==> config.mk <==
export PLATFORM = sky130hd
export DESIGN_NAME = gb_port_arbiter
export DESIGN_NICKNAME = d
export VERILOG_FILES = /design/src/gb_bus_pkg.sv /design/src/gb_port_arbiter.sv
export SDC_FILE = /design/constraint.sdc
export NUM_CORES = 1
export LEC_CHECK = 0
export BUFFER_PORTS_ARGS = -buffer_cell sky130_fd_sc_hd__buf_2
export CAP_MARGIN = 20
export CORE_AREA = 3 3 40 42
export DETAILED_ROUTE_END_ITERATION = 10
export DIE_AREA = 0 0 43 45
export GPL_ROUTABILITY_DRIVEN = 0
export PLACE_DENSITY = 0.74
export SYNTH_ARGS = -nofsm -noshare
export SYNTH_HDL_FRONTEND = slang
export SYNTH_SLANG_ARGS = --single-unit
==> constraint.sdc <==
create_clock -name vclk -period 1.4
set_clock_uncertainty 0.05 [all_clocks]
set_input_delay 0.07 -clock vclk [all_inputs]
set_output_delay 0.07 -clock vclk [all_outputs]
set_load 0.005 [all_outputs]
==> src/gb_bus_pkg.sv <==
`default_nettype none

package gb_bus_pkg;

	typedef logic [7:0]  byte_t;
	typedef logic [15:0] cpu_adr_t;

	// Offsets inside the on-chip memories
	typedef logic [12:0] vram_adr_t; // From 8000
	typedef logic [7:0]  oam_adr_t;  // From FE00
	typedef logic [6:0]  hram_adr_t; // From FF80

	// Value of a data bus that nobody drives
	localparam byte_t OPEN_BUS = 8'hFF;

endpackage

`default_nettype wire

==> src/gb_port_arbiter.sv <==
`timescale 1ns/1ps
`default_nettype none

module gb_port_arbiter #(
	parameter type addr_t     = logic [7:0],
	parameter bit  DMA_WRITES = 1'b0
) (
	input  logic                ppu_need,
	input  addr_t               ppu_adr,
	input  logic                dma_req,
	input  addr_t               dma_adr,
	input  gb_bus_pkg::byte_t   dma_wdata,
	input  logic                cpu_sel,
	input  logic                cpu_rd,
	input  logic                cpu_wr,
	input  addr_t               cpu_adr,
	input  gb_bus_pkg::byte_t   cpu_wdata,
	output logic                mem_en,
	output logic                mem_we,
	output addr_t               mem_adr,
	output gb_bus_pkg::byte_t   mem_wdata,
	output logic                cpu_gnt
);

	always_comb begin
		mem_en    = 1'b0;
		mem_we    = 1'b0;
		mem_adr   = cpu_adr;
		mem_wdata = cpu_wdata;
		cpu_gnt   = 1'b0;

		if (ppu_need) begin
			mem_en  = 1'b1; // PPU only ever reads
			mem_adr = ppu_adr;
		end else if (dma_req) begin
			mem_en  = 1'b1;
			mem_adr = dma_adr;
			if (DMA_WRITES) begin
				mem_we    = 1'b1; // OAM side is the copy target
				mem_wdata = dma_wdata;
			end
		end else if (cpu_sel && (cpu_rd || cpu_wr)) begin
			mem_en  = 1'b1;
			mem_we  = cpu_wr;
			cpu_gnt = 1'b1;
		end
	end

endmodule

`default_nettype wire

Word level (Yosys, flattened, before mapping)
Cells that the tools add are included.
{ "op_classes": {"addsub": 0, "mul": 0, "div_mod_pow": 0, "magnitude_cmp": 0, "eq_ne": 0, "shift": 0, "muxes": 10, "n_bitwise": 0, "reduce_logical": 2} }
{ "op_table": {"columns": ["op", "n"], "rows": [
  ["two-way mux 8 bit", 2],
  ["two-way mux 1 bit", 8],
  ["logical AND 1 bit", 1],
  ["logical OR 1 bit", 1]
]} }
{ "word_totals": {"ff_bits": 0, "latchBits": 0, "ram_bits": 0, "mem_bits_ro": 0, "in_bits": 45, "wordCells": 12, "mem_count": 0} }

Depth between registers and ports, before layout
{ "logic_depth": {"depth_word": 5, "mapped_depth": 3, "ltp_nobuf": 2} }

Worst setup path before layout
No wires, ideal clock.
{ "synth_timing": {"kind": "input port to output port", "start": "input dma_req", "end": "output mem_we", "arrival_time_ns": 0.489, "t_required_ns": 1.280, "path_slack_ns": 0.791, "cell_stages": 3, "cell_sequence": "buf_6 -> nor2_2 -> and3_1"} }
{ "synth_via": {"elab_chain_len": 2} }
{ "synth_rtl": {"columns": ["item", "line", "source"], "rows": [
  ["start, declared", "gb_port_arbiter.sv:10", "input logic dma_req,"],
  ["two-way mux 1 bit", "gb_port_arbiter.sv:35", "end else if (dma_req) begin"],
  ["two-way mux 1 bit", "gb_port_arbiter.sv:32", "if (ppu_need) begin"],
  ["end, declared", "gb_port_arbiter.sv:19", "output logic mem_we,"]
]} }
Every way passes these cells.

==> impl_metrics.py <==
metrics = {
    "run_status": {
        "status": "finished clean",
    },
    "floorplanning": {
        "die_x_um": 43,
        "dieArea_mm2": 0.00194,
        "core_mm2": 0.00128,
        "die_h_um": 45,
        "row_count": 13,
        "ios": 64,
        "start_util_pct": 20.5,
    },
    "clock_network": {
        "cts_setup_buffers": 0,
        "post_cts_resized": 0,
        "holdBufCountCts": 0,
    },
    "timing": {
        "setup_viol": 0,
        "fin_tns_setup_ns": 0,
        "rsz0062_at_grt": "no",
        "slew_violations": 0,
        "tightest_slew_ns": 0.266,
        "min_period_ns": 0.882,
        "slew_headroom_pct": 82.3,
        "hold_viol_final": 0,
        "fin_crit_sh_pct": 63.0,
        "fmax_mhz": 1130,
    },
    "cells_and_area": {
        "nFlopsAndLatches": 0,
        "fin_util_pct": 31.2,
        "fin_nets": 116,
        "final.fill_count": 143,
        "nClkBuffers": 0,
        "antennaDiodeCount": 0,
        "drive_above_1_share_pct": 59.4,
        "area_delta_synth_final_pct": 51.7,
        "seq_area_um2": 0,
    },
    "setup_path": {
        "critPathMaxFanout": 9,
        "required_ns": 1.28,
        "cp.arrival_ns": 0.76,
        "worstSetupPathType": "in -> out",
        "setup.worst_path.start": "dma_req",
        "cp-start-kind": "input port",
        "worst_setup_path_end_kind": "output pin",
    },
    "route": {
        "routed_wl_um": 800,
        "viasPerCell": 4.43,
        "dr.pass1.iters": 2,
        "antenna_left": 0,
        "wl_per_cell_um": 9.52,
        "drtIter0Drc": 2,
        "via_count": 372,
        "route.detailed.drc": 0,
    },
    "pwr": {
        "comb_power_share_pct": 100.0,
        "power_switching_w": 0.0000462,
        "p_leak_nw": 0.258,
        "p_seq_share_pct": 0,
        "intPower_w": 0.0000622,
        "ir_worst_vdd_uv": 85.1,
        "switching_share_pct": 42.6,
        "p_per_area_mw_per_mm2": 271,
        "pwr-share-clk_pct": 0,
    },
    "yosys": {
        "avgSynthCellArea_um2": 6.77,
        "syn-num-nets": 84,
        "synthesis.instances": 39,
        "synth_cell_type_count": 9,
        "seq_area_frac_synth_pct": 0,
        "syn_area_um2": 264,
        "yosysWarnings": 0,
    },
    "grt": {
        "grt_antenna_before_repair": 0,
        "grt_pass1_vias": 332,
        "grt_usage_pct": 8.29,
        "grt.overflow.total": 0,
        "grt_max_degree": 18,
        "grt_pass1_wl_mm": 1.31,
    },
    "worst_hold_path": {
        "holdCritPathClass": "in -> out",
        "holdPathEnd": "mem_wdata[0]",
        "hold_depth": 0,
        "hp-start": "cpu_wdata[0]",
    },
    "placed_design": {
        "io_buffers": 40,
        "hpwl_um": 702,
    },
    "run": {
        "drv_cap": 0,
    },
}
per-stage QoR:
| step | worst slack (ns) | hold WS (ns) | cells | area, um2 | total power, W |
|---|---|---|---|---|---|
| floorplan | 0.791 | 0.167 | 39 | 264 | 0.0000668 |
| global placement | 0.504 | 0.0900 | 84 | 400 | 0.000107 |
| detailed placement | 0.499 | 0.0900 | 84 | 400 | 0.000110 |
| CTS | 0.498 | 0.0900 | 84 | 400 | 0.000110 |
| global route | 0.405 | 0.0900 | 84 | 400 | 0.000125 |
| finish | 0.518 | 0.0900 | 84 | 400 | 0.000108 |
worst max path at each step:
stage | to | slack, ns | cells past startpoint
final | mem_adr[0] | 0.52 | 4
after global routing | mem_adr[0] | 0.40 | 4
after CTS | mem_adr[0] | 0.50 | 4
after detailed placement | mem_adr[0] | 0.50 | 4
after global placement | mem_adr[0] | 0.50 | 4
after floorplan | mem_we | 0.79 | 3
per-layer routing:
metal,track usage [%],wire [um],up-vias
met2,16.5,388,31
met1,10.5,264,152
met4,0,0,0
met5,0,0,-
li1,-,-,189
met3,0.398,146,0
power groups by stage:
| stage | logic, W | registers (W) | clock network (W) |
|---|---|---|---|
| 2_1_floorplan | 0.0000668 | 0 | 0 |
| 3_3_place_gp | 0.000107 | 0 | 0 |
| 3_5_place_dp | 0.000110 | 0 | 0 |
| 4_1_cts | 0.000110 | 0 | 0 |
| 5_1_grt | 0.000125 | 0 | 0 |
| 6_report | 0.000108 | 0 | 0 |
cells by family (layout without fill, tap and decap cells):
logic type	after synthesis	in the layout	share of synthesized area [%]
mux	8	8	30.3
compound gates	10	10	20.9
buf+inv	10	40	31.3
simple gates	11	11	17.5
layout by cell type (no fill, tap or decap):
cell type,instances
and3_1,1
buf_2,40
mux2i_1,8
nand2_1,9
nor2_2,1
o211a_1,1
o21ai_0,7
o21ai_1,2
final cells by class:
cell class                 count  area, um2  share of cell area, %
tap                           15       18.8                   4.69
timing repair buffer          40        200                   50.0
multi-input combinational     29        181                   45.3
worst max-delay path, cell delays in order:
cell and delay, ns:
buf_2 0.25, mux2i_1 0.20, o21ai_0 0.09, buf_2 0.14
Yosys cell counts:
library cell,n,area share [%]
o21ai_1,2,3.8
mux2i_1,8,30
nor2_2,1,2.4
buf_4,8,23
and3_1,1,2.4
o21ai_0,7,13
buf_6,2,8.5
o211a_1,1,3.8
nand2_1,9,13
(Power assumes the default switching activity.)
