`config.mk`:
```
export PLATFORM = sky130hd
export DESIGN_NAME = gb_mem_decode
export DESIGN_NICKNAME = d
export VERILOG_FILES = /design/src/gb_map_pkg.sv /design/src/gb_bus_pkg.sv /design/src/gb_mem_decode.sv
export SDC_FILE = /design/constraint.sdc
export NUM_CORES = 1
export LEC_CHECK = 0
export BUFFER_PORTS_ARGS = -buffer_cell sky130_fd_sc_hd__buf_2
export CORE_AREA = 2 2 39 41
export DETAILED_ROUTE_END_ITERATION = 6
export DIE_AREA = 0 0 41 43
export GPL_ROUTABILITY_DRIVEN = 0
export PLACE_DENSITY = 0.36
export SLEW_MARGIN = 20
export SYNTH_ARGS = -nofsm -noshare
export SYNTH_HDL_FRONTEND = slang
export SYNTH_SLANG_ARGS = --single-unit
```
`constraint.sdc`:
```
create_clock -name vclk -period 2.15
set_clock_uncertainty 0.15 [all_clocks]
set_input_delay 0.3225 -clock vclk [all_inputs]
set_output_delay 0.3225 -clock vclk [all_outputs]
set_load 0.03 [all_outputs]
```
`src/gb_map_pkg.sv`:
```
`default_nettype none

package gb_map_pkg;

	// Region of a bus address as the fabric routes it
	typedef enum logic [2:0] {
		REG_EXT    = 3'd0, // Cartridge ROM, cartridge RAM, work RAM and its echo
		REG_VRAM   = 3'd1,
		REG_OAM    = 3'd2,
		REG_UNUSED = 3'd3, // Nothing answers here
		REG_IO     = 3'd4,
		REG_DMA    = 3'd5,
		REG_HRAM   = 3'd6
	} region_t;

	// Lower bounds of the address ranges, each range ends below the next one
	localparam logic [15:0] VRAM_BASE   = 16'h8000;
	localparam logic [15:0] XRAM_BASE   = 16'hA000; // External bus again from here
	localparam logic [15:0] OAM_BASE    = 16'hFE00;
	localparam logic [15:0] UNUSED_BASE = 16'hFEA0;
	localparam logic [15:0] IO_BASE     = 16'hFF00;
	localparam logic [15:0] HRAM_BASE   = 16'hFF80;

	// Single registers that stand out of their range
	localparam logic [15:0] DMA_REG     = 16'hFF46;
	localparam logic [15:0] IE_REG      = 16'hFFFF; // Top byte is an I/O register, not HRAM

endpackage

`default_nettype wire

```
`src/gb_bus_pkg.sv`:
```
`default_nettype none

package gb_bus_pkg;

	typedef logic [7:0]  byte_t;
	typedef logic [15:0] cpu_adr_t;

	// Offsets inside the on-chip memories
	typedef logic [12:0] vram_adr_t; // From 8000
	typedef logic [7:0]  oam_adr_t;  // From FE00
	typedef logic [6:0]  hram_adr_t; // From FF80

	// Value of a data bus that nobody drives
	localparam byte_t OPEN_BUS = 8'hFF;

endpackage

`default_nettype wire

```
`src/gb_mem_decode.sv`:
```
`timescale 1ns/1ps
`default_nettype none

module gb_mem_decode (
	input  gb_bus_pkg::cpu_adr_t adr,
	output gb_map_pkg::region_t  region
);
	import gb_map_pkg::*;

	// The ranges are compared in ascending order so every address hits exactly one
	always_comb begin
		if (adr == DMA_REG)
			region = REG_DMA;
		else if (adr < VRAM_BASE)
			region = REG_EXT; // Cartridge ROM
		else if (adr < XRAM_BASE)
			region = REG_VRAM;
		else if (adr < OAM_BASE)
			region = REG_EXT; // Cartridge RAM, work RAM and echo
		else if (adr < UNUSED_BASE)
			region = REG_OAM;
		else if (adr < IO_BASE)
			region = REG_UNUSED;
		else if (adr < HRAM_BASE || adr == IE_REG)
			region = REG_IO;
		else
			region = REG_HRAM;
	end

endmodule

`default_nettype wire

```
### Word-level counts from Yosys, hierarchy flattened

Cells that the tools add are included.

| word-level totals | value |
|---|---|
| register bits | 0 |
| input bits | 16 |
| output and inout bits | 3 |
| word-level logic and storage cells | 16 |

| cells by class | value |
|---|---|
| magnitude comparators | 6 |
| eq/ne operators | 2 |
| mux-type cells | 7 |
| reduce and logical (&&, ||, !) cells | 1 |

Operators with widths:

| cell | count |
|---|---|
| $lt A16 B16 Y1 const B | 6 |
| $eq A16 B16 Y1 const B | 2 |
| $mux W3 | 6 |
| $mux W2 | 1 |
| $logic_or A1 B1 Y1 | 1 |

### Longest topological paths before layout

| depth | value |
|---|---|
| depth in word-level cells | 9 |
| mapped depth | 4 |
| depth with buffers taken out | 4 |

### Worst setup path before layout

OpenSTA, ideal clock, no wires.

| timing | value |
|---|---|
| path kind | input to output |
| start point | in adr[5] |
| end point | out region[0] |
| data arrival time | 1.589 ns |
| data required time | 1.678 ns |
| setup slack | 0.089 ns |
| stages | 4 |
| buffers on the path | 0 |
| cell sequence | or4_1 > or3_1 > o21a_1 > o32ai_2 |

| between the ends | value |
|---|---|
| longest elaborated chain between the ends | 7 |
| elaborated cells between the ends (all ways) | 12 |
| classes of those cells | 5 x order compare; 1 x eq/ne; 6 x mux |

RTL lines:

| element | line | text |
|---|---|---|
| from (decl) | gb_mem_decode.sv:5 | `input gb_bus_pkg::cpu_adr_t adr,` |
| $lt A16 B16 Y1 | gb_mem_decode.sv:22 | `else if (adr < IO_BASE)` |
| $mux W3 | gb_mem_decode.sv:22 |  |
| $mux W3 | gb_mem_decode.sv:20 | `else if (adr < UNUSED_BASE)` |
| $mux W3 | gb_mem_decode.sv:18 | `else if (adr < OAM_BASE)` |
| $mux W3 | gb_mem_decode.sv:16 | `else if (adr < XRAM_BASE)` |
| $mux W3 | gb_mem_decode.sv:14 | `else if (adr < VRAM_BASE)` |
| $mux W3 * | gb_mem_decode.sv:12 | `if (adr == DMA_REG)` |
| to (decl) | gb_mem_decode.sv:6 | `output gb_map_pkg::region_t region` |

Every way passes the cells marked *; elsewhere a longest branch is shown, timed or not.

### Worst setup path after layout

Same ends and word-level chain as after synthesis.

==> run summary <==
Part of the Yosys area used for sequential elements: 0%
Synth area leaders: o32ai_2 17%, nand4_1 13%, and4_1 9.3%
First-pass GRT wire length: 579 um
Share of layout cells above drive strength 1: 61.8%
Syn Area/Cell: 6.70 um2
PD cells: 127 nW/um2
Path category of the worst min-delay check: input port to output pin
I/O Pins: 19
GR Overflow Total: 0
Drt total wl: 392 um
Post-synthesis cell type count: 12
Post-route ant nets: 0
Post-synth top area share: 17.3%
Die Ht: 43 um
Synth Warn #: 0
TritonRoute pass-1 iters: 1
Drt via density: 3.92
Max frequency: 462 MHz
Minimum clock period: 2170 ps
Critical path class: input port to output pin
Startpoint Class: input port
Seq_cells: 0
Slew HR: 87.3%
Register Area: 0 um2
Port Buffer Count: 19
Max FO, Critical Path: 2
GRT Overall Usage: 4.20%
Mapped Area: 93.8 um2
Row Count: 14
Largest net degree at the start of global routing: 4
Final setup TNS: -16.0 ps
Synthesized Nets: 30
Post-CTS Setup Inserts: 0
Status: finished, violations left
WP data required: 1680 ps
Initial Utilization: 6.78%
Final hold viol count: 0
CP endpoint kind: output pin
Die Area: 1760 um2
WP data arrival: 1690 ps
Final Power: 0.0000285 W
Clkbuf count: 0
Die width: 41 um
Vias in the first global route: 165
Worst Tran Pin Value: 190 ps
DR vias: 196
RSZ-0062 raised after global routing: true
Synth Instances: 14
Tcrit/Tclk final: 101%
Leading area contributor after synthesis: o32ai_2
Peak supply drop: 0.0337 mV
Routed len/inst: 7.84 um
Slew Viols, Final: 0
Core ar.: 1380 um2
Final WS setup: -16.0 ps
Utilization after layout: 16.3%
Final net count: 52
Leak Pwr: 0.113 nW
Initial antenna violation count: 0
Total DRC errors in the routed layout: 0
N_diodes: 0
Final Setup Violations: 1
Initial DRC Count: 0
Max cap viols: 0
Area delta synth->final: 140%
Failing checks: setup timing
## final cells by class
type               count  area (um2)
fillers              165        1160
inverters              2        7.51
multi-input cells     12        86.3
well taps             16        20.0
repair buffers        20         111
## path summary, 6_finish.rpt
check	start	to	slack [ps]	cells past startpoint
hold / removal	adr[8]	region[1]	800	3
setup / recovery	adr[5]	region[0]	-20	6
## logic make-up (layout without fill, tap and decap cells)
logic type | after synthesis | after routing | share of synthesized area [%]
compound gates | 5 | 5 | 45.3
buf+inv | 2 | 22 | 8.00
simple gates | 7 | 7 | 46.7
## metal layers
metal	share of wire (%)	routed length, um	vias up	track usage, %
met5	0	0	-	0
li1	-	-	100	-
met1	41	159	83	6.01
met2	40	155	13	7.19
met4	0	0	0	0
met3	20	77	0	0
## report_power, final
part,switching (W),leakage (nW),internal (W)
sequential,0,0,0
combinational,0.0000119,0.113,0.0000166
clock,0,0,0
## per-stage QoR
stage / hold WS (ps) / instances / instance area, um2 / setup slack (ps)
after global routing: 826 / 50 / 225 / -67.6
after floorplan: 619 / 14 / 93.8 / 88.7
after global placement: 802 / 50 / 216 / -84.2
after CTS: 807 / 50 / 225 / -28.7
final: 804 / 50 / 225 / -16.0
after detailed placement: 805 / 50 / 216 / -61.0
## worst max-delay path, stage by stage
cell and delay (ps):
buf_6 90, or4_1 490, or3_1 320, o21a_1 180
o32ai_2 90, buf_4 200
## Yosys cell counts
cell type,instances
nand3_1,1
or4_1,1
o21a_1,1
o21ai_0,1
or3_1,1
o32ai_2,1
nand4_1,2
o2111ai_1,1
nor2_1,1
a21oi_1,1
inv_1,2
and4_1,1
## cells in the final DEF (no fill, tap or decap), drive strengths merged
| cell type | netlist | routed |
|---|---|---|
| a21oi | 1 | 1 |
| and4 | 1 | 1 |
| buf | 0 | 20 |
| inv | 2 | 2 |
| nand3 | 1 | 1 |
| nand4 | 2 | 2 |
| nor2 | 1 | 1 |
| o2111ai | 1 | 1 |
| o21a | 1 | 1 |
| o21ai | 1 | 1 |
| o32ai | 1 | 1 |
| or3 | 1 | 1 |
| or4 | 1 | 1 |
## what timing repair did
action / CTS / global route
resized for setup: 2 / 0
hold buffers: 0 / 0
setup endpoints to repair: 1 / 1
cloned: 0 / 0
Power figures use the tool's default switching activity.
