**src/gb_bus_pkg.sv**
```systemverilog
`default_nettype none

package gb_bus_pkg;

	typedef logic [7:0]  byte_t;
	typedef logic [15:0] cpu_adr_t;

	// Offsets inside the on-chip memories
	typedef logic [12:0] vram_adr_t; // From 8000
	typedef logic [7:0]  oam_adr_t;  // From FE00
	typedef logic [6:0]  hram_adr_t; // From FF80

	// Value of a data bus that nobody drives
	localparam byte_t OPEN_BUS = 8'hFF;

endpackage

`default_nettype wire

```
**src/gb_sync_ram.sv**
```systemverilog
`timescale 1ns/1ps
`default_nettype none

module gb_sync_ram #(
	parameter int DEPTH     = 256,
	parameter int ADDR_BITS = 8
) (
	input  logic                 gbclk,
	input  logic                 en,
	input  logic                 we,
	input  logic [ADDR_BITS-1:0] adr,
	input  gb_bus_pkg::byte_t    wdata,
	output gb_bus_pkg::byte_t    rdata
);
	import gb_bus_pkg::*;

	byte_t mem [DEPTH];

	// Read data stays put until the next read, a write leaves it alone
	always_ff @(posedge gbclk) begin
		if (en) begin
			if (we)
				mem[adr] <= wdata;
			else
				rdata <= mem[adr];
		end
	end

endmodule

`default_nettype wire

```
**config.mk**
```make
export PLATFORM = sky130hd
export DESIGN_NAME = gb_sync_ram
export DESIGN_NICKNAME = d
export VERILOG_FILES = /design/src/gb_bus_pkg.sv /design/src/gb_sync_ram.sv
export SDC_FILE = /design/constraint.sdc
export NUM_CORES = 2
export LEC_CHECK = 0
export ABC_AREA = 1
export ABC_CLOCK_PERIOD_IN_PS = 3450
export BUFFER_PORTS_ARGS = -buffer_cell sky130_fd_sc_hd__clkbuf_2
export CAP_MARGIN = 20
export CELL_PAD_IN_SITES_DETAIL_PLACEMENT = 0
export CELL_PAD_IN_SITES_GLOBAL_PLACEMENT = 1
export CORE_AREA = 2 2 411 413
export DETAILED_ROUTE_END_ITERATION = 6
export DIE_AREA = 0 0 413 415
export PLACE_DENSITY_LB_ADDON = 0.1
export SETUP_SLACK_MARGIN = 0.2
export SLEW_MARGIN = 10
export SYNTH_ARGS = -nofsm -noshare
export SYNTH_HDL_FRONTEND = slang
export SYNTH_SLANG_ARGS = --single-unit
```
**constraint.sdc**
```tcl
create_clock -name gbclk -period 3.45 [get_ports gbclk]
set_clock_uncertainty 0.2 [all_clocks]
set_input_delay 1.035 -clock gbclk [delete_from_list [all_inputs] [get_ports gbclk]]
set_output_delay 1.035 -clock gbclk [all_outputs]
set_load 0.1 [all_outputs]
```
-- Word-level counts from Yosys, hierarchy flattened
Memory sizes are Yosys's and may differ from the RTL's. A register that Yosys moved wholly into a read port is not among the register bits.
Index checks and enable logic that the tools add are counted.
- bits in registers: 0
- memory bits (writable): 2048
- word-level logic and storage cells: 6
- memories kept: 1
- memories (name ; words ; bits a word ; read ports ; clocked after Yosys merged registers in ; write ports ; RTL line ; source):
    mem ; 256 ; 8 ; 1 ; 1 ; 1 ; gb_sync_ram.sv:17 ; byte_t mem [DEPTH];
- muxes and demuxes: 3
- bitwise logic cells: 1
- reductions and logical operators: 1
- operators with widths (cell ; number):
    1-bit 2-to-1 mux ; 3
    2-bit AND reduction ; 1
    1-bit inverter ; 1

-- Depth between registers and ports, before layout
- word-level depth: 3
- mapped depth: 17
- depth with buffers taken out: 13

-- Worst setup path before layout
No wires, ideal clock.
- kind: input to register
- start point: in adr[0]
- end point: mem mem[97][0] (netlist bit) (enable)
- setup time: 370 ps
- arrival: 2590 ps
- setup slack: 290 ps
- cell stages on the path: 7
- path buffers: 5
- cells stage by stage: buf_2 buf_4 buf_4 clkbuf_1 nand4_1 clkbuf_1 nor2_1
- RTL lines (element ; RTL line ; source):
    from (decl) ; gb_sync_ram.sv:11 ; input logic [ADDR_BITS-1:0] adr,
    to (decl) ; gb_sync_ram.sv:17 ;
No word-level cell before the write port.

==> results.txt <==
- Result of the run: completed
- At the pin with the least slew margin, the transition time is ~800 ps.
- Remaining antenna violation count after routing: 0
- The clock tree synthesis step divided the H-tree into 4 levels.
- STA classifies the critical path endpoint as a register.
- Number of inserted diodes: 0
- Gr usage total: about 28%
- From synthesis to final layout, the design area changed by 16.8%.
- Ratio of routed vias to standard cells: between 5 and 6
- Clock-pin slew was measured on the worst setup and hold paths at 60 ps.
- The max-slew violation count came to 0.
* Post-layout nets: between 8000 and 9000
- The completed layout was analyzed and its total power is 0.0519 W.
- The worst pin sits at a relative slew slack of 46.5%.
- Along the worst hold path, the cell count comes to 1.
- The final-report hold violation count is 0.
- Clock latency on the worst-skew pair: 860 ps
- For this run, the number of Yosys warnings is 0.
- The cell area that synthesis handed to floorplanning was between 0.08 and 0.09 mm².
* Clock tree root driver cell: clkbuf_16
* Time the worst path needs with I/O delays and setup: 3140 ps
* Sink count of the clock tree: between 2000 and 2500
* Unique masters post-synth: 14
- Setup violations remaining at the end of the flow were counted as 0.
- Summed area of non-filler cells in the final layout: 0.0991 mm²
- Power density over cell area: 524 mW/mm²
- Worst Hold Launch: wdata[2]
- For this design, the slowest cell found on the critical path is nor2_2.
* Placer's final routability congestion estimate: 0.880
- Summing over every cut layer, the via total after detailed routing is 57526.
- Hold-fix buffers at CTS: 0
* Cell repeated most along the worst path: nand2_1
- Start-to-end type of the worst setup path: in -> reg
* Number of instances in the synthesized netlist: 7960
* Maximum fanout count along the critical path: 27
- The via count of the first global-routing pass was 55822.
- TritonCTS Buffers: 207
- Worst Path Required: 3820 ps
- Global routing finished with a remaining overflow of 0.
* Routed len/inst: about 22 µm
* Register area share after synthesis: between 70% and 80%
* Standard-cell rows: 150
* Delay of the slowest cell on the worst path: between 400 and 500 ps
* Ratio of cells with drive above 1 in the final layout: 12.1%
- After detailed routing, the number of remaining DRC violations is 0.
* Number of nets in the synthesized netlist: 7979
- The pre-antenna-repair detailed-routing pass consisted of 6 iterations.
* Worst endpoint data arrival time: 3510 ps
* First-pass GRT wire length: 359 mm
- The startpoint identified for the worst register-to-register timing path is mem[124][1].
* Effective utilization at floorplan: a little over 50%
- Number of antenna violations at the first check in global routing: 9
* Largest net degree at the start of global routing: 75
* Post-route core utilization: between 50% and 60%
* Terminus of the critical flop-to-flop path: rdata[1]
- The library cell used most frequently in the layout, excluding fill and tap cells, is nand2_1.
* Chip height: 415 µm
* Post-Synthesis Mean Instance Area: 10.7 µm²
- F_max: 0.319 GHz
- In this run, the number of DRC markers left after iteration 0 of detailed routing was between 5000 and 6000.
- Post-CTS sizing: 2
- IO Count: 27
- Measured in cells, the most critical reg-to-reg path has a length of 13.
- During placement, the flow inserted port buffers numbering 26.
- Final wirelength: 243 mm
- Static leakage: approximately 40 nW
- Minimum setup slack among reg-to-reg paths: 840 ps
- No sink is reached through more buffers than the 3 on the longest clock path.
- Clock tree from TritonCTS: built
- Setup repair after global routing left no endpoint under its margin.
* Top library cells by usage in the layout, fill and taps aside: 4695 x nand2_1, 2056 x edfxtp_1, 620 x buf_4
* Flip-flop and latch count after synthesis: 2056
- Across the VDD grid, the largest voltage drop is 0.536 mV.
- Summed over all nets, the half-perimeter wirelength after detailed placement is 155 mm.
- The tightest min-delay check is of the in -> reg type.
* Post-route fraction of the period consumed by the critical path: between 90% and 100%
- Max-cap viol count: 0
* Setup fix buffers added after clock tree synthesis: 0
- For hold timing, the worst endpoint is mem[121][2].
* Area of the core: 0.167 mm²
* Die area: 0.171 mm²
* Horizontal die dimension: 413 µm
* Startpoint type of the worst setup path: primary input
- Critical path, cell by cell: buf_8, inv_8, buf_12, buf_12, nand2_1, nand2_1, nand2_1, nand2_1, nand2_1, nand2_1, o21ai_1, nand2_1, nor2_1, nor2_1, buf_4, nor2_2, nand2_1
* Total placed instance area: 0.0929 mm²
==> final cells by class <==
class | count | area (µm²)
flip-flops and latches | 2056 | 61700
inverters | 16 | 85.1
multi-input cells | 5464 | 21200
well taps | 2204 | 2760
fillers | 13837 | 67600
repair buffers | 758 | 7130
clock inverters | 101 | 706
clock buffers | 272 | 5510
==> stage by stage <==
step	hold slack [ps]	setup slack (ps)	TNS, ps	std cells
after floorplan	658	290	0	7960
after global placement	875	-689	-3580	10498
after detailed placement	876	-704	-3790	10498
after CTS	260	247	0	10871
after global routing	300	220	0	10871
final	332	312	0	10871
==> metal layers <==
metal / up-vias / GRT usage, % / part of all wire (%)
met5: - / 0 / 0.0054
met2: 1810 / 47.0 / 49
met4: 2 / 8.32 / 2.8
met3: 362 / 3.50 / 6.3
met1: 28000 / 39.5 / 42
li1: 27352 / - / -
==> where the power goes <==
part / leakage (nW) / internal [W] / switching, W / total, W
sequential: 18.5 / 0.0275 / 0.0000181 / 0.0275
combinational: 18.7 / 0.000979 / 0.00243 / 0.00341
clock: 3.03 / 0.0116 / 0.00937 / 0.0210
total: 40.2 / 0.0401 / 0.0118 / 0.0519
==> cells in the mapped netlist, drive strengths merged <==
cell | number | area share, %
nand4 | 40 | 0.29
edfxtp | 2056 | 73
nor2 | 345 | 1.5
nand2 | 4695 | 21
buf | 263 | 1.6
o21ai | 128 | 0.76
clkinv | 2 | 0.0089
inv | 14 | 0.062
nand3 | 256 | 1.5
clkbuf | 161 | 0.71
==> worst max-delay path by stage <==
stage	startpoint	endpoint	slack, ps	depth (start not counted)
CTS	rdata[0]	rdata[0]	250	1
floorplan	adr[0]	mem[97][0]	290	7
finish	adr[0]	rdata[1]	310	17
detailed placement	adr[0]	rdata[1]	-700	16
global placement	adr[0]	rdata[5]	-690	18
global route	rdata[0]	rdata[0]	220	1
==> worst max-delay path, delay by kind of cell <==
kind            cells  cell delay (ps)
simple gates       11             1350
compound gates      1              230
buf+inv             5              790
==> sequential cells by signal, summed over array words and instances (netlist names) <==
| signal | cells |
|---|---|
| mem | 2048 |
| rdata | 8 |
==> cells by family (layout without fill, tap and decap cells) <==
logic type | after synthesis | in the layout | synth area share [%]
compound gates | 128 | 128 | 0.755
simple gates | 5336 | 5336 | 24.1
buf+inv | 440 | 1147 | 2.36
flops | 2056 | 2056 | 72.8
Note: power is estimated with default switching activity, not from simulation.
