[src/gb_map_pkg.sv]
`default_nettype none

package gb_map_pkg;

	// Region of a bus address as the fabric routes it
	typedef enum logic [2:0] {
		REG_EXT    = 3'd0, // Cartridge ROM, cartridge RAM, work RAM and its echo
		REG_VRAM   = 3'd1,
		REG_OAM    = 3'd2,
		REG_UNUSED = 3'd3, // Nothing answers here
		REG_IO     = 3'd4,
		REG_DMA    = 3'd5,
		REG_HRAM   = 3'd6
	} region_t;

	// Lower bounds of the address ranges, each range ends below the next one
	localparam logic [15:0] VRAM_BASE   = 16'h8000;
	localparam logic [15:0] XRAM_BASE   = 16'hA000; // External bus again from here
	localparam logic [15:0] OAM_BASE    = 16'hFE00;
	localparam logic [15:0] UNUSED_BASE = 16'hFEA0;
	localparam logic [15:0] IO_BASE     = 16'hFF00;
	localparam logic [15:0] HRAM_BASE   = 16'hFF80;

	// Single registers that stand out of their range
	localparam logic [15:0] DMA_REG     = 16'hFF46;
	localparam logic [15:0] IE_REG      = 16'hFFFF; // Top byte is an I/O register, not HRAM

endpackage

`default_nettype wire

[src/gb_bus_pkg.sv]
`default_nettype none

package gb_bus_pkg;

	typedef logic [7:0]  byte_t;
	typedef logic [15:0] cpu_adr_t;

	// Offsets inside the on-chip memories
	typedef logic [12:0] vram_adr_t; // From 8000
	typedef logic [7:0]  oam_adr_t;  // From FE00
	typedef logic [6:0]  hram_adr_t; // From FF80

	// Value of a data bus that nobody drives
	localparam byte_t OPEN_BUS = 8'hFF;

endpackage

`default_nettype wire

[src/gb_oam_dma.sv]
`timescale 1ns/1ps
`default_nettype none

module gb_oam_dma #(
	parameter int DMA_LEN = 160
) (
	input  logic                 gbclk,
	input  logic                 rst_n,
	input  gb_map_pkg::region_t  cpu_region,
	input  logic                 cpu_rd,
	input  logic                 cpu_wr,
	input  gb_bus_pkg::cpu_adr_t cpu_adr,
	input  gb_bus_pkg::byte_t    cpu_wdata,
	input  gb_map_pkg::region_t  src_region,
	input  gb_bus_pkg::byte_t    src_rdata,
	input  gb_bus_pkg::byte_t    ext_rdata,
	output gb_bus_pkg::byte_t    dma_page,
	output gb_bus_pkg::cpu_adr_t src_adr,
	output logic                 vram_req,
	output logic                 oam_req,
	output gb_bus_pkg::oam_adr_t oam_adr,
	output gb_bus_pkg::byte_t    oam_wdata,
	output logic                 dma_active,
	output gb_bus_pkg::cpu_adr_t ext_adr,
	output logic                 ext_rd,
	output logic                 ext_wr,
	output gb_bus_pkg::byte_t    ext_wdata,
	output logic                 cpu_ext_gnt
);
	import gb_bus_pkg::*;
	import gb_map_pkg::*;

	byte_t    src_page; // Page of the running copy
	oam_adr_t rd_cnt;
	logic     rd_busy;
	logic     wr_busy;
	logic     reg_wr;
	logic     start;
	logic     dma_ext;
	logic     cpu_ext;

	assign reg_wr = cpu_wr && cpu_region == REG_DMA;
	assign start  = reg_wr && !dma_active; // A copy in flight is never restarted

	always_ff @(posedge gbclk) begin
		if (!rst_n) begin
			dma_page <= 8'h00;
			rd_busy  <= 1'b0;
			wr_busy  <= 1'b0;
			rd_cnt   <= '0;
		end else begin
			wr_busy <= rd_busy;
			if (reg_wr)
				dma_page <= cpu_wdata;
			if (start) begin
				rd_busy <= 1'b1;
				rd_cnt  <= '0;
			end else if (rd_busy) begin
				if (rd_cnt == oam_adr_t'(DMA_LEN - 1)) begin
					rd_busy <= 1'b0;
					rd_cnt  <= '0; // Idle counter points at OAM byte 0
				end else begin
					rd_cnt <= rd_cnt + 1'b1;
				end
			end
		end
	end

	always_ff @(posedge gbclk) begin
		oam_adr <= rd_cnt; // Write stage trails the read stage by one cycle
		if (start)
			src_page <= cpu_wdata;
	end

	assign src_adr    = {src_page, rd_cnt};
	assign dma_active = rd_busy || wr_busy;
	assign vram_req   = rd_busy && src_region == REG_VRAM;
	assign oam_req    = dma_active;
	assign oam_wdata  = src_rdata;

	// External bus goes to the DMA only while it reads from there
	assign dma_ext     = rd_busy && src_region == REG_EXT;
	assign cpu_ext     = cpu_region == REG_EXT && !dma_ext;
	assign cpu_ext_gnt = cpu_ext && (cpu_rd || cpu_wr);

	assign ext_adr   = dma_ext ? src_adr : cpu_adr;
	assign ext_rd    = dma_ext || (cpu_ext && cpu_rd);
	assign ext_wr    = cpu_ext && cpu_wr;
	assign ext_wdata = dma_ext ? ext_rdata : cpu_wdata; // Data lines keep the bus value

endmodule

`default_nettype wire

[config.mk]
export PLATFORM = sky130hd
export DESIGN_NAME = gb_oam_dma
export DESIGN_NICKNAME = d
export VERILOG_FILES = /design/src/gb_map_pkg.sv /design/src/gb_bus_pkg.sv /design/src/gb_oam_dma.sv
export SDC_FILE = /design/constraint.sdc
export NUM_CORES = 1
export LEC_CHECK = 0
export BUFFER_PORTS_ARGS = -buffer_cell sky130_fd_sc_hd__buf_2
export CAP_MARGIN = 20
export CORE_ASPECT_RATIO = 1.1
export CORE_UTILIZATION = 30
export DETAILED_ROUTE_END_ITERATION = 7
export PLACE_DENSITY = 0.67
export SETUP_SLACK_MARGIN = 0.5
export SYNTH_ARGS = -nofsm -noshare
export SYNTH_HDL_FRONTEND = slang
export SYNTH_SLANG_ARGS = --single-unit
export TNS_END_PERCENT = 10
[constraint.sdc]
create_clock -name gbclk -period 3.3 [get_ports gbclk]
set_clock_uncertainty 0.15 [all_clocks]
set_input_delay 0.165 -clock gbclk [delete_from_list [all_inputs] [get_ports gbclk]]
set_output_delay 0.165 -clock gbclk [all_outputs]
set_load 0.1 [all_outputs]
## Word level (Yosys, flattened, before mapping)

Index checks and enable logic that the tools add are counted.

- Register bits: 34
- Latch bits: 0
- Memory bits (writable): 0
- Bits in read-only memories: 0
- Input bits: 50
- Word-level logic and storage cells: 33
- Memories: 0

- $add $sub $neg: 1
- Multiply operators: 0
- Div/mod/pow operators: 0
- Order comparisons: 0
- Equal/unequal tests: 3
- Shift operators: 0
- Mux-type cells: 6
- Bitwise logic cells: 1
- Reductions and logical operators: 16

Operator list:

| cell | count |
|---|---|
| 2-to-1 mux 16 bit | 1 |
| 2-to-1 mux 8 bit | 2 |
| adder 8 x 1 -> 8 bit (second input constant) | 1 |
| equality test 8 bit (second input constant) | 1 |
| logical AND 1 bit | 8 |
| zero test 3 bit | 2 |
| equality test 3 x 1 -> 1 bit (second input constant) | 1 |
| equality test 3 bit (second input constant) | 1 |
| logical OR 1 bit | 3 |
| 2-to-1 mux 1 bit | 3 |
| zero test 1 bit | 2 |
| OR reduction 2 bit | 1 |
| NOT 1 bit | 1 |

## Longest topological paths before layout

- Word-level depth: 6
- Mapped depth: 5
- Mapped depth without buffers: 4

## Worst setup path before layout

OpenSTA, ideal clock, no wires.

- Path kind: reg-to-output
- Start point: register rd_busy
- End point: output port vram_req
- Data arrival time: 3631 ps
- Path slack: -646 ps
- Stages on the path, launching flop included: 4
- Path buffers: 1
- Cells stage by stage: dfxtp_1 > buf_6 > inv_2 > nor4b_1

- Longest elaborated chain between the ends: 1

RTL lines:

| what | RTL line | RTL |
|---|---|---|
| start, declared | gb_oam_dma.sv:35 | `logic rd_busy;` |
| start signal, assigned | gb_oam_dma.sv:48 | `rd_busy <= 1'b0;` |
| start signal, assigned | gb_oam_dma.sv:56 | `rd_busy <= 1'b1;` |
| start signal, assigned | gb_oam_dma.sv:60 | `rd_busy <= 1'b0;` |
| logical AND 1 bit | gb_oam_dma.sv:77 | `assign vram_req = rd_busy && src_region == REG_VRAM;` |
| end, declared | gb_oam_dma.sv:19 | `output logic vram_req,` |

Every way passes these cells.

## Final worst setup path

- Start point: register rd_busy
- End point: output port ext_wdata[4]

- Longest elaborated chain between the ends: 2

RTL lines:

| what | RTL line | RTL |
|---|---|---|
| logical AND 1 bit | gb_oam_dma.sv:82 | `assign dma_ext = rd_busy && src_region == REG_EXT;` |
| 2-to-1 mux 8 bit | gb_oam_dma.sv:89 | `assign ext_wdata = dma_ext ? ext_rdata : cpu_wdata;` |
| end, declared | gb_oam_dma.sv:27 | `output gb_bus_pkg::byte_t ext_wdata,` |

Every way passes these cells.

==> metrics.yaml <==
timing:
  fmax_ghz: 0.405
  period_share: 0.748
  hold_viol_final: 0
  worst_pin_slew_ns: 0.716
  relSlewSlack: 0.521
  setup-tns-final_ns: 0
  setup_ws_ns: 0.832
  rsz0062_at_grt: "no"
  setup-violations-final: 0
  drv_slew: 0
  min_period_ns: 2.47
logic_synthesis:
  synth_cells: 145
  synth_top_area_frac: 0.329
  ys_seq_area_frac: 0.481
  synth_area_sq_um: 1580
  yosys-top-cells-area: "dfxtp_1, mux2_2, edfxtp_1"
  synth.distinct_cells: 33
  synth_fp_nets: 196
  yosysWarnings: 0
  netlist.top_cell.by_area: "dfxtp_1"
  synth_seq_cells: 34
  syn_area_per_cell_sq_um: 10.9
grt:
  antenna_found_initial: 0
  grt_pass1_vias: 1303
  grt_start_max_net_pins: 18
  grt_first_pass_wirelength_um: 6080
  track_usage: 0.142
  grt_remaining_overflow: 0
finish:
  antennaDiodeCount: 0
  mostFrequentLayoutCell: "buf_2"
  final_cell_mix: "buf_2, dfxtp_1, mux2_2, nand2_1"
  nets: 302
  syn2layout_area_growth_pct: 43.5
  drive_above_1_share: 0.567
setup_path:
  cp-start-kind: "flip-flop"
  reg2reg_depth: 2
  worst_path_max_delay_cell: "dfxtp_1"
  crit_end: "ext_wdata[4]"
  cp-startpoint: "rd_busy"
  cpPeakStageDelay_ns: 0.51
  r2r-start: "rd_busy"
  critPathRequiredTime_ns: 2.98
  reg2reg_to: "src_page[3]"
  setup.worst_path.end_class: "primary output"
  crit_chain: "inv_2, nor4_4, buf_4, mux2_2, buf_2"
  cp_max_fo: 17
  worst-setup-path-type: "reg -> out"
  r2r_slack_ns: 1.43
  arrival_ns: 2.15
drt:
  dr_total_vias: 1440
  routedWlPerCell_um: 12.8
  route.final.wire_length_um: 3950
  wl_met3_um: 237
  via_per_inst: 4.65
  first_iter_violations: 43
  drc: 5
  wl_met1_um: 1580
  first_pass_iters: 6
  top_layer: "met4"
  route.met2.wl_um: 2040
  antenna_left: 0
floorplanning:
  die_area_sq_um: 5570
  die_x_um: 71.3
  coreArea_sq_um: 5030
  ioPinCount: 120
  rows: 27
  die_y_um: 78.2
  start_util: 0.314
pwr:
  power.density_nw_per_um2: 456
  ir_drop_v: 0.000233
  p_leak_uw: 0.00105
clock_network:
  worstSkewPairLatency_ns: 0.28
  clkSinkCount: 34
  numCtsBuffers: 5
  clk_path_buf_depth: 2
  cts_max_level: 2
  cts_tree: "done"
  clockRootBuffer: "clkbuf_8"
  post_cts_buffers: 0
  cts_hold_buf: 8
  clk_pin_slew_ns: 0.06
  post_cts_resized: 0
worst_hold_path:
  hold_path_class: "in -> reg"
  whs_path_depth: 2
placed_design:
  routabilityCongestion: 0.751
  port_buffers: 103
  pre_cts_ws_ns: 1.14
  hpwl_um: 3030
flow_run:
  cap_violations: 0
status:
  violations: "DRC"
  status: "finished with violations"
where the power goes:
group	switching [uW]	leakage, uW	internal (uW)	total, uW
Combinational	208	0.000709	57.3	265
Clock	143	0.0000561	191	335
Sequential	3.98	0.000282	432	436
worst max-delay path: cells and delay by family (launching register included):
kind                   cells  cell delay (ns)
buffers and inverters      3             0.69
DFF                        1             0.51
muxes                      1             0.37
and+or+nand+nor            1             0.29
stage by stage:
step / std cells / hold WS (ns) / cell area, sq um / total power [uW] / utilization
4_1_cts: 310 / 0.0433 / 2270 / 1050 / 0.451
3_3_place_gp: 294 / 0.181 / 2090 / 701 / 0.415
2_1_floorplan: 145 / 0.114 / 1590 / 698 / -
5_1_grt: 310 / 0.0525 / 2270 / 1080 / 0.451
3_5_place_dp: 294 / 0.181 / 2090 / 703 / 0.415
6_report: 310 / 0.0470 / 2270 / 1040 / 0.451
kinds of logic (layout without fill, tap and decap cells):
| family | count (synthesis) | in the layout | share of synthesized area |
|---|---|---|---|
| xor gates and xnor gates | 3 | 3 | 0.0166 |
| buffers and inverters | 16 | 123 | 0.0735 |
| DFF | 34 | 34 | 0.481 |
| AOI/OAI and AO/OA | 20 | 20 | 0.0854 |
| adders and majority gates | 1 | 1 | 0.00790 |
| and+or+nand+nor | 46 | 46 | 0.159 |
| muxes | 25 | 25 | 0.177 |
flip-flops by register name, indices dropped and copies added, names as in the netlist:
register and count:
dma_page 8, oam_adr 8, rd_cnt 8, src_page 8
rd_busy 1, wr_busy 1
synthesized netlist by cell type:
master,instances
clkbuf_1,3
nor4_4,1
xor2_1,3
and3b_1,1
o21ai_1,1
o21a_1,2
nor2_1,5
nand3_1,2
nor3b_1,1
edfxtp_1,8
o21ai_0,4
nand4_1,4
nand2_1,19
inv_2,1
nand4b_1,1
nor4b_1,1
mux2_2,24
a21o_1,1
nor2b_1,1
and4b_1,1
or2_2,1
dfxtp_1,26
a21boi_0,8
or3b_2,1
ha_1,1
buf_6,3
and2_1,1
buf_4,9
mux2i_1,1
nor3_1,3
a211oi_1,3
or3_1,3
a21oi_1,1
cell type report:
cell class	instances	area [sq um]
Fill cell	479	2760
Sequential cell	34	761
Multi-Input combinational cell	95	712
Timing Repair Buffer	114	618
Clock buffer	6	93.8
Tap cell	58	72.6
Clock inverter	2	10.0
Inverter	1	3.75
per-layer routing:
layer	track usage	vias up
met1	0.159	653
met2	0.239	56
li1	-	721
met5	0	-
met4	0.0840	0
met3	0.0398	10
worst min-delay path by stage:
stage,start,endpoint,slack [ns]
after detailed placement,src_rdata[5],oam_wdata[5],0.18
after floorplan,cpu_wdata[0],src_page[0],0.11
after CTS,rst_n,rd_busy,0.04
after global placement,src_rdata[5],oam_wdata[5],0.18
after global routing,rst_n,rd_busy,0.05
final,rst_n,rd_busy,0.05
Power figures use the tool's default switching activity.
