## config.mk

```make
export PLATFORM = sky130hd
export DESIGN_NAME = gb_read_mux
export DESIGN_NICKNAME = d
export VERILOG_FILES = /design/src/gb_map_pkg.sv /design/src/gb_bus_pkg.sv /design/src/gb_read_mux.sv
export SDC_FILE = /design/constraint.sdc
export NUM_CORES = 1
export LEC_CHECK = 0
export BUFFER_PORTS_ARGS = -buffer_cell sky130_fd_sc_hd__buf_2
export CAP_MARGIN = 5
export CORE_ASPECT_RATIO = 0.5
export CORE_UTILIZATION = 38
export DETAILED_ROUTE_END_ITERATION = 8
export GPL_ROUTABILITY_DRIVEN = 0
export PLACE_DENSITY_LB_ADDON = 0.08
export SYNTH_ARGS = -nofsm -noshare
export SYNTH_HDL_FRONTEND = slang
export SYNTH_SLANG_ARGS = --single-unit
export TNS_END_PERCENT = 50
```

## constraint.sdc

```tcl
create_clock -name gbclk -period 1.1 [get_ports gbclk]
set_input_delay 0.22 -clock gbclk [delete_from_list [all_inputs] [get_ports gbclk]]
set_output_delay 0.22 -clock gbclk [all_outputs]
set_load 0.02 [all_outputs]
```

## src/gb_map_pkg.sv

```systemverilog
`default_nettype none

package gb_map_pkg;

	// Region of a bus address as the fabric routes it
	typedef enum logic [2:0] {
		REG_EXT    = 3'd0, // Cartridge ROM, cartridge RAM, work RAM and its echo
		REG_VRAM   = 3'd1,
		REG_OAM    = 3'd2,
		REG_UNUSED = 3'd3, // Nothing answers here
		REG_IO     = 3'd4,
		REG_DMA    = 3'd5,
		REG_HRAM   = 3'd6
	} region_t;

	// Lower bounds of the address ranges, each range ends below the next one
	localparam logic [15:0] VRAM_BASE   = 16'h8000;
	localparam logic [15:0] XRAM_BASE   = 16'hA000; // External bus again from here
	localparam logic [15:0] OAM_BASE    = 16'hFE00;
	localparam logic [15:0] UNUSED_BASE = 16'hFEA0;
	localparam logic [15:0] IO_BASE     = 16'hFF00;
	localparam logic [15:0] HRAM_BASE   = 16'hFF80;

	// Single registers that stand out of their range
	localparam logic [15:0] DMA_REG     = 16'hFF46;
	localparam logic [15:0] IE_REG      = 16'hFFFF; // Top byte is an I/O register, not HRAM

endpackage

`default_nettype wire

```

## src/gb_bus_pkg.sv

```systemverilog
`default_nettype none

package gb_bus_pkg;

	typedef logic [7:0]  byte_t;
	typedef logic [15:0] cpu_adr_t;

	// Offsets inside the on-chip memories
	typedef logic [12:0] vram_adr_t; // From 8000
	typedef logic [7:0]  oam_adr_t;  // From FE00
	typedef logic [6:0]  hram_adr_t; // From FF80

	// Value of a data bus that nobody drives
	localparam byte_t OPEN_BUS = 8'hFF;

endpackage

`default_nettype wire

```

## src/gb_read_mux.sv

```systemverilog
`timescale 1ns/1ps
`default_nettype none

module gb_read_mux (
	input  logic                gbclk,
	input  logic                rst_n,
	input  gb_map_pkg::region_t cpu_region,
	input  logic                cpu_rd,
	input  logic                vram_gnt,
	input  logic                oam_gnt,
	input  logic                cpu_ext_gnt,
	input  logic                dma_active,
	input  gb_map_pkg::region_t src_region,
	input  gb_bus_pkg::byte_t   vram_rdata,
	input  gb_bus_pkg::byte_t   oam_rdata,
	input  gb_bus_pkg::byte_t   hram_rdata,
	input  gb_bus_pkg::byte_t   ext_rdata,
	input  gb_bus_pkg::byte_t   dma_page,
	output gb_bus_pkg::byte_t   cpu_rdata,
	output gb_bus_pkg::byte_t   src_rdata
);
	import gb_bus_pkg::*;
	import gb_map_pkg::*;

	logic    rd_q;
	logic    src_vld_q;
	region_t region_q;
	region_t src_region_q;
	logic    vram_gnt_q;
	logic    oam_gnt_q;
	logic    ext_gnt_q;
	byte_t   ext_q;
	byte_t   hold_q;
	byte_t   rd_sel;

	always_ff @(posedge gbclk) begin
		if (!rst_n) begin
			rd_q      <= 1'b0;
			src_vld_q <= 1'b0;
		end else begin
			rd_q      <= cpu_rd;
			src_vld_q <= dma_active;
		end
	end

	always_ff @(posedge gbclk) begin
		region_q     <= cpu_region;
		src_region_q <= src_region;
		vram_gnt_q   <= vram_gnt;
		oam_gnt_q    <= oam_gnt;
		ext_gnt_q    <= cpu_ext_gnt;
		ext_q        <= ext_rdata; // External memory answers in the request cycle
		if (rd_q)
			hold_q <= rd_sel;
	end

	always_comb begin
		case (region_q)
			REG_VRAM: rd_sel = vram_gnt_q ? vram_rdata : OPEN_BUS;
			REG_OAM:  rd_sel = oam_gnt_q ? oam_rdata : OPEN_BUS;
			REG_EXT:  rd_sel = ext_gnt_q ? ext_q : OPEN_BUS;
			REG_HRAM: rd_sel = hram_rdata;
			REG_DMA:  rd_sel = dma_page;
			default:  rd_sel = OPEN_BUS;
		endcase
	end

	assign cpu_rdata = rd_q ? rd_sel : hold_q;

	// Sources other than VRAM and the external bus copy as open bus
	always_comb begin
		src_rdata = OPEN_BUS;
		if (src_vld_q && src_region_q == REG_VRAM)
			src_rdata = vram_rdata;
		else if (src_vld_q && src_region_q == REG_EXT)
			src_rdata = ext_q;
	end

endmodule

`default_nettype wire

```

Word-level counts from Yosys, hierarchy flattened

Cells that the tools add are included.
W data, S select, Z words.

Logic and storage cells: 25
Bits in registers: 27

Muxes and demuxes: 7
Equal/unequal tests: 5
Reduce and logical (&&, ||, !) cells: 4

Operators by type and width:

| kind                 | number |
|---|---|
| $mux W8              | 6 |
| $pmux W8 S5          | 1 |
| $eq A3 B1 Y1 const B | 2 |
| $eq A3 B3 Y1 const B | 2 |
| $logic_not A3 Y1     | 2 |
| $eq A3 B2 Y1 const B | 1 |
| $logic_and A1 B1 Y1  | 2 |

Depth between registers and ports, before layout

Gate-level depths: netlist of run 1.

Word-level depth: 4
Depth in mapped cells: 5
Mapped depth without buffers: 4

Worst setup path after synthesis of run 1

Ideal clock, no wire load.

Path kind: reg2out
Start: register region_q[2]
End: output port cpu_rdata[5]
Buffers on the path: 1
Arrival time: 1,220 ps
Slack: -340 ps
Cell stages (with the launch flop): 5
Cells stage by stage: dfxtp_1 > buf_4 > o31ai_1 > o21ai_0 > a41oi_1

Word-level cells in the longest chain between the ends: 3
Elaborated cells on any way between the ends: 7
Those cells by class: 4 x eq/ne; 2 x mux; 1 x reduce/logical

RTL lines:

| element                                    | line              | RTL |
|---|---|---|
| from (decl)                                | gb_read_mux.sv:27 | `region_t region_q;` |
| from (signal assigned)                     | gb_read_mux.sv:47 | `region_q <= cpu_region;` |
| $eq A3 B3 Y1, or another cell as far along | gb_read_mux.sv:58 | `case (region_q)` |
| $pmux W8 S5 (*)                            | gb_read_mux.sv:58 |  |
| $mux W8 (*)                                | --                |  |
| to (decl)                                  | gb_read_mux.sv:19 | `output gb_bus_pkg::byte_t cpu_rdata,` |

Mark *: on every way between the ends. The rest lies on a longest branch, timed or not.

Worst setup path in the final report of run 1

Start: register region_q[2]
End: output port cpu_rdata[7]

Same word-level chain as after synthesis.

==> results.tsv, run 1 <==
metric	value	unit
antenna violations before repair	0	
Final WS setup	-0.628	ns
CP max stage delay	0.42	ns
drt first pass iters	4	
FMAX	579	MHz
slowest CP cell	dfxtp_4	
Setup CP Type	register to primary output	
Logic pwr share	26.7	%
CP Data Required Time	0.88	ns
# diodes	0	
share of layout cells above drive strength 1	62.2	%
die width	80.9	um
Sw Share	28.2	%
Synth Area per Inst	9.10	um^2
buffers added on ports	68	
outcome	complete, but fails checks	
failing checks	negative setup slack	
r2r endpoint	hold_q[7]$_DFF_P_	
WHS Path Cells	1	
clock latency on the worst-skew pair	0.28	ns
hpwl dp	2.56	mm
Tot GR Track Use	21.2	%
H-tree depth	1	
Reg clk slew, reported paths	0.10	ns
# setup viols final	23	
vias per cell	4.96	
final WL	3.48	mm
top cells by area, synth	dfxtp_1 (46%), o21ai_0 (12%), nor3b_1 (7.6%)	
CP bufs+invs	3	
clock buffer depth	2	
share of Yosys cell area claimed by the top area cell type	45.7	%
placed insts	244	
DRC	0	
reg2reg path depth	6	
total CTS buffers	3	
flop2flop setup slack	-0.22	ns
die height	41.4	um
Root Driver	clkbuf_8	
non-filler instance count after layout	254	
RSZ-0062 raised after global routing	true	
critical path startpoint category	register	
total number of vias	1259	
Power per Cell Area	1170	nW/um^2
total power	0.00233	W
first-pass GRT wire length	5.23	mm
routed len/inst	13.7	um
leading area contributor after synthesis	dfxtp_1	
yosys warns	0	
# rows	13	
# IOs	69	
vias in the first global route	1133	
initial cell density of the core	42.8	%
Max-cap violations	0	
Iteration-0 DRC Markers	37	
Tmin final	1.73	ns
top cell family by delay on the critical path	compound AO/OA/AOI/OAI gates	
synthesis-to-finish area growth	68.6	%
clk sinks	27	
Clock power frac	25.5	%
GRT Residual Overflow	0	
critical hold path startpoint	oam_gnt	
Synth Net Count	183	
Core ar.	2770	um^2
commonest non-fill, non-tap cell in the layout	buf_2	
Yosys reg bits	27	
cts hold-fix bufs	0	
crit-path cells	buf_6, clkinvlp_4, o21ai_1, o21ai_1, o22a_2, buf_6	
WP data arrival	1.51	ns
relative slew slack	87.0	%
CTS tree	done	
sequential share of the synthesized area	45.7	%
nets	271	
nature of the critical path endpoint	primary output	
FF-to-FF Start	region_q[2]$_DFF_P_	
Slew Limit Fails	0	
Max rail drop VDD	0.640	mV
period utilisation layout	157	%
synthesized area	1180	um^2
clock skew	0.00502	ns
DRT antenna net count	0	
largest net degree at the start of global routing	18	
type of the tightest min-delay check	input port to register	
P_sw	0.000657	W
DIE AREA	3350	um^2
sequential share of power	47.7	%
CP max FO	6	
leakage	0.858	nW
WHS Endpoint	oam_gnt_q$_DFF_P_	
library cells used by synthesis	27	
measured slew at the worst slew-check pin	0.189	ns
Internal	0.00167	W
Synth Instances	130	
commonest cells after routing, fill and taps aside	buf_2 (54), o21ai_1 (26), dfxtp_1 (19)	
Final Hold Vio Count	0	
==> metal layers <==
metal	track usage, %	vias up	part of all wire, %
li1	-	648	-
met1	30.7	558	50
met5	0	-	0
met3	7.25	2	7.3
met2	30.3	51	42
met4	4.64	0	0.34
==> power groups by stage <==
stage	logic (W)	registers (W)	clock network, W
3_5_place_dp	0.000481	0.00113	0
5_1_grt	0.000663	0.00112	0.000660
6_report	0.000623	0.00111	0.000594
2_1_floorplan	0.000280	0.00111	0
4_1_cts	0.000576	0.00111	0.000621
3_3_place_gp	0.000478	0.00113	0
==> kinds of logic (layout without fill, tap and decap cells) <==
logic type	after synthesis	count (layout)	share of synthesized area, %
AO/OA/AOI/OAI	46	46	23.6
AND/OR/NAND/NOR	41	41	20.8
flip-flops	27	27	45.7
multiplexers	8	8	6.77
buffers and inverters	8	95	3.07
==> cell usage after synthesis, drive strengths merged <==
master / number
nor2b: 3
a21oi: 2
and2b: 2
nand2b: 2
inv: 3
nand2: 11
nand3: 3
nor2: 3
clkbuf: 2
o22a: 6
o211ai: 1
o21ai: 33
buf: 3
nor3b: 13
a41oi: 2
o31ai: 1
nand3b: 2
a21boi: 1
mux2i: 8
and2: 2
dfxtp: 27
==> how the worst max path moves through the flow <==
stage,start,end,slack (ns),depth (start not counted)
2_1_floorplan,region_q[2]$_DFF_P_,cpu_rdata[6],-0.19,5
3_3_place_gp,region_q[2]$_DFF_P_,cpu_rdata[7],-0.35,5
3_5_place_dp,region_q[2]$_DFF_P_,cpu_rdata[7],-0.44,5
4_1_cts,region_q[2]$_DFF_P_,cpu_rdata[7],-0.65,6
5_1_grt,region_q[2]$_DFF_P_,cpu_rdata[3],-0.73,5
6_report,region_q[2]$_DFF_P_,cpu_rdata[7],-0.63,6
==> per-stage QoR <==
step	setup slack, ns	utilization (%)	hold slack (ns)	setup TNS [ns]	instance area (um^2)
finish	-0.628	72.1	0.0347	-7.95	1990
global route	-0.725	72.1	0.0154	-9.71	1990
CTS	-0.647	69.1	0.0241	-7.67	1910
detailed placement	-0.442	61.4	0.324	-3.53	1700
global placement	-0.352	61.4	0.322	-2.97	1700
floorplan	-0.190	-	0.248	-1.91	1230
==> state kept, by name, summed over array words and instances (netlist names) <==
name	cells
oam_gnt_q	1
region_q	3
src_region_q	3
ext_q	8
src_vld_q	1
rd_q	1
vram_gnt_q	1
ext_gnt_q	1
hold_q	8
==> final cells by class <==
type                            instances  area [um^2]
Clock buffer                            3         41.3
Sequential cell                        27          556
Tap cell                               37         46.3
Multi-Input combinational cell         95          724
Timing Repair inverter                  1         7.51
Fill cell                             224          772
Inverter                                3         15.0
Clock inverter                          1         8.76
Timing Repair Buffer                   87          594
==> what timing repair did <==
action / 4_1_cts / 5_1_grt
buffers inserted: 2 / 3
pin swaps: 18 / 13
endpoints found under the setup margin: 24 / 24
gates resized for setup: 60 / 26
gates cloned: 1 / 0
Power figures use the tool's default switching activity.
==> run 2, diff against run 1 <==
--- a/config.mk
+++ b/config.mk
@@ -8,7 +8,8 @@
 export BUFFER_PORTS_ARGS = -buffer_cell sky130_fd_sc_hd__buf_2
 export CAP_MARGIN = 5
 export CORE_ASPECT_RATIO = 0.5
-export CORE_UTILIZATION = 38
+export CORE_UTILIZATION = 40
+export CTS_BUF_LIST = sky130_fd_sc_hd__clkbuf_8
 export DETAILED_ROUTE_END_ITERATION = 8
 export GPL_ROUTABILITY_DRIVEN = 0
 export PLACE_DENSITY_LB_ADDON = 0.08
==> run 2 against run 1 <==
Effect of this change:
- the flow still finishes with violations (negative setup slack)
- clock skew fell by 0.0020 ns
- final cell count shrank 0.79%
- clock-buffer cell count is the same
- non-clock buffer count is 2 lower
- flip-flop and latch count unchanged
- setup slack got worse by 0.015 ns
- first-iteration DRC count grew 14%
- hold slack worse by 0.0027 ns
- die area down 4.8%
- combinational power decreased by 4.7%
- via count decreased by 0.87%
- design area is 3.1% lower
- largest cell class unchanged
- highest routed layer unchanged
==> results.tsv, run 2 (synthesis results as in run 1) <==
metric	value	unit	change
Tot GR Track Use	22.4	%	+1.2 points
total number of vias	1248		-0.87%
Power per Cell Area	1190	nW/um^2	+1.9%
FF-to-FF Start	region_q[2]$_DFF_P_		
r2r endpoint	hold_q[3]$_DFF_P_		
CP max FO	11		+5
share of layout cells above drive strength 1	56.7	%	-5.5 points
DRT antenna net count	0		unchanged
total CTS buffers	3		unchanged
DIE AREA	3190	um^2	-4.8%
nets	269		-0.74%
Max rail drop VDD	0.724	mV	+13%
Final Hold Vio Count	0		unchanged
clock buffer depth	2		unchanged
sequential share of power	48.2	%	+0.5 points
final WL	3.36	mm	-3.6%
Tmin final	1.74	ns	+0.0153 ns
relative slew slack	84.8	%	-2.2 points
post-layout util	71.5	%	-0.58 points
pre-CTS setup slack	-0.405	ns	+0.0362 ns
clock skew	0.00301	ns	-0.00201 ns
leakage	0.837	nW	-2.5%
CP Data Required Time	0.88	ns	about the same
clock latency on the worst-skew pair	0.28	ns	about the same
Clock power frac	26.0	%	+0.5 points
flop2flop setup slack	-0.11	ns	+0.11 ns
Core ar.	2700	um^2	-2.4%
commonest non-fill, non-tap cell in the layout	buf_2		
commonest cells after routing, fill and taps aside	buf_2 (55), dfxtp_1 (22), o21ai_1 (20)		
FMAX	574	MHz	-0.88%
critical path startpoint category	register		
vias per cell	4.95		about the same
outcome	complete, but fails checks		
biggest regs	ext_q x8, hold_q x8		
Sw Share	28.2	%	about the same
# rows	13		unchanged
period utilisation layout	158	%	+1.4 points
measured slew at the worst slew-check pin	0.226	ns	+0.0372 ns
type of the tightest min-delay check	input port to register		
GRT Residual Overflow	0		unchanged
buffers added on ports	68		unchanged
WHS Path Cells	1		unchanged
nature of the critical path endpoint	primary output		
Final WS setup	-0.643	ns	-0.0153 ns
CTS tree	done		
RSZ-0062 raised after global routing	true		
DRC	0		unchanged
reg2reg path depth	4		-2
largest net degree at the start of global routing	18		unchanged
H-tree depth	1		unchanged
Reg clk slew, reported paths	0.10	ns	about the same
drt first pass iters	4		unchanged
Max-cap violations	0		unchanged
antenna violations before repair	0		unchanged
vias in the first global route	1081		-4.6%
Slew Limit Fails	0		unchanged
WP data arrival	1.52	ns	about the same
# diodes	0		unchanged
initial cell density of the core	43.8	%	+1.0 points
hpwl dp	2.57	mm	+0.43%
Fin Hold WS	0.0320	ns	-0.00272 ns
routed len/inst	13.3	um	-2.8%
cts hold-fix bufs	0		unchanged
P_sw	0.000649	W	-1.2%
# setup viols final	24		+4.3%
Root Driver	clkbuf_8		
first-pass GRT wire length	5.07	mm	-3.0%
die height	40.4	um	-2.4%
WHS Endpoint	src_region_q[2]$_DFF_P_		
Setup CP Type	register to primary output		
clk sinks	27		unchanged
Logic pwr share	25.8	%	-0.9 points
die width	78.9	um	-2.5%
Internal	0.00165	W	-1.3%
Iteration-0 DRC Markers	42		+14%
# IOs	69		unchanged
failing checks	negative setup slack		
synthesis-to-finish area growth	63.3	%	
critical hold path startpoint	src_region[2]		
==> run 2: cell count changes in the layout (fill, tap and decap cells not counted), sizes merged <==
cell and change:
buf -2
==> run 2: what timing repair did <==
action	CTS	global route
resized for setup	60	9
pin swaps	7	4
buffers inserted	1	0
endpoints found under the setup margin	24	24
gates cloned	1	0
==> run 2: power groups by stage <==
stage / registers, W / logic [W] / clock network [W]
after global routing: 0.00112 / 0.000637 / 0.000650
after detailed placement: 0.00113 / 0.000489 / 0
final: 0.00111 / 0.000594 / 0.000597
after floorplan: 0.00111 / 0.000280 / 0
after CTS: 0.00111 / 0.000581 / 0.000615
after global placement: 0.00112 / 0.000486 / 0
==> run 2: worst max path at each step <==
stage | slack, ns | start | to
after floorplan | -0.19 | region_q[2]$_DFF_P_ | cpu_rdata[6]
after global placement | -0.37 | region_q[2]$_DFF_P_ | cpu_rdata[7]
after detailed placement | -0.41 | region_q[1]$_DFF_P_ | cpu_rdata[7]
after CTS | -0.63 | region_q[2]$_DFF_P_ | cpu_rdata[5]
after global routing | -0.74 | region_q[2]$_DFF_P_ | cpu_rdata[1]
final | -0.64 | region_q[2]$_DFF_P_ | cpu_rdata[5]
==> run 2: final cells by class <==
cell class                      count  area [um^2]
Inverter                            3         15.0
Sequential cell                    27          552
Clock buffer                        3         41.3
Clock inverter                      1         8.76
Tap cell                           37         46.3
Fill cell                         221          769
Timing Repair Buffer               85          569
Multi-Input combinational cell     95          693
Timing Repair inverter              1         5.00
==> run 2: per-layer routing <==
metal	share of wire, %	wire length, um	GRT usage [%]
met1	51	1710	31.3
met2	41	1370	33.0
met3	7.5	251	7.50
met4	0.92	31	6.36
met5	0	0	0
==> run 2: worst max-delay path: stages (launching register included) <==
cell	delay [ns]
dfxtp_4	0.42
buf_6	0.16
nand2_1	0.06
o211ai_1	0.11
o21ai_1	0.11
a41oi_2	0.20
buf_4	0.17
==> run 2: per-stage QoR <==
| step | cells | instance area (um^2) | power (W) | setup TNS (ns) |
|---|---|---|---|---|
| 2_1_floorplan | 130 | 1230 | 0.00139 | -1.91 |
| 3_3_place_gp | 246 | 1710 | 0.00161 | -3.06 |
| 3_5_place_dp | 246 | 1710 | 0.00162 | -3.41 |
| 4_1_cts | 252 | 1900 | 0.00230 | -7.74 |
| 5_1_grt | 252 | 1930 | 0.00240 | -9.85 |
| 6_report | 252 | 1930 | 0.00230 | -7.91 |
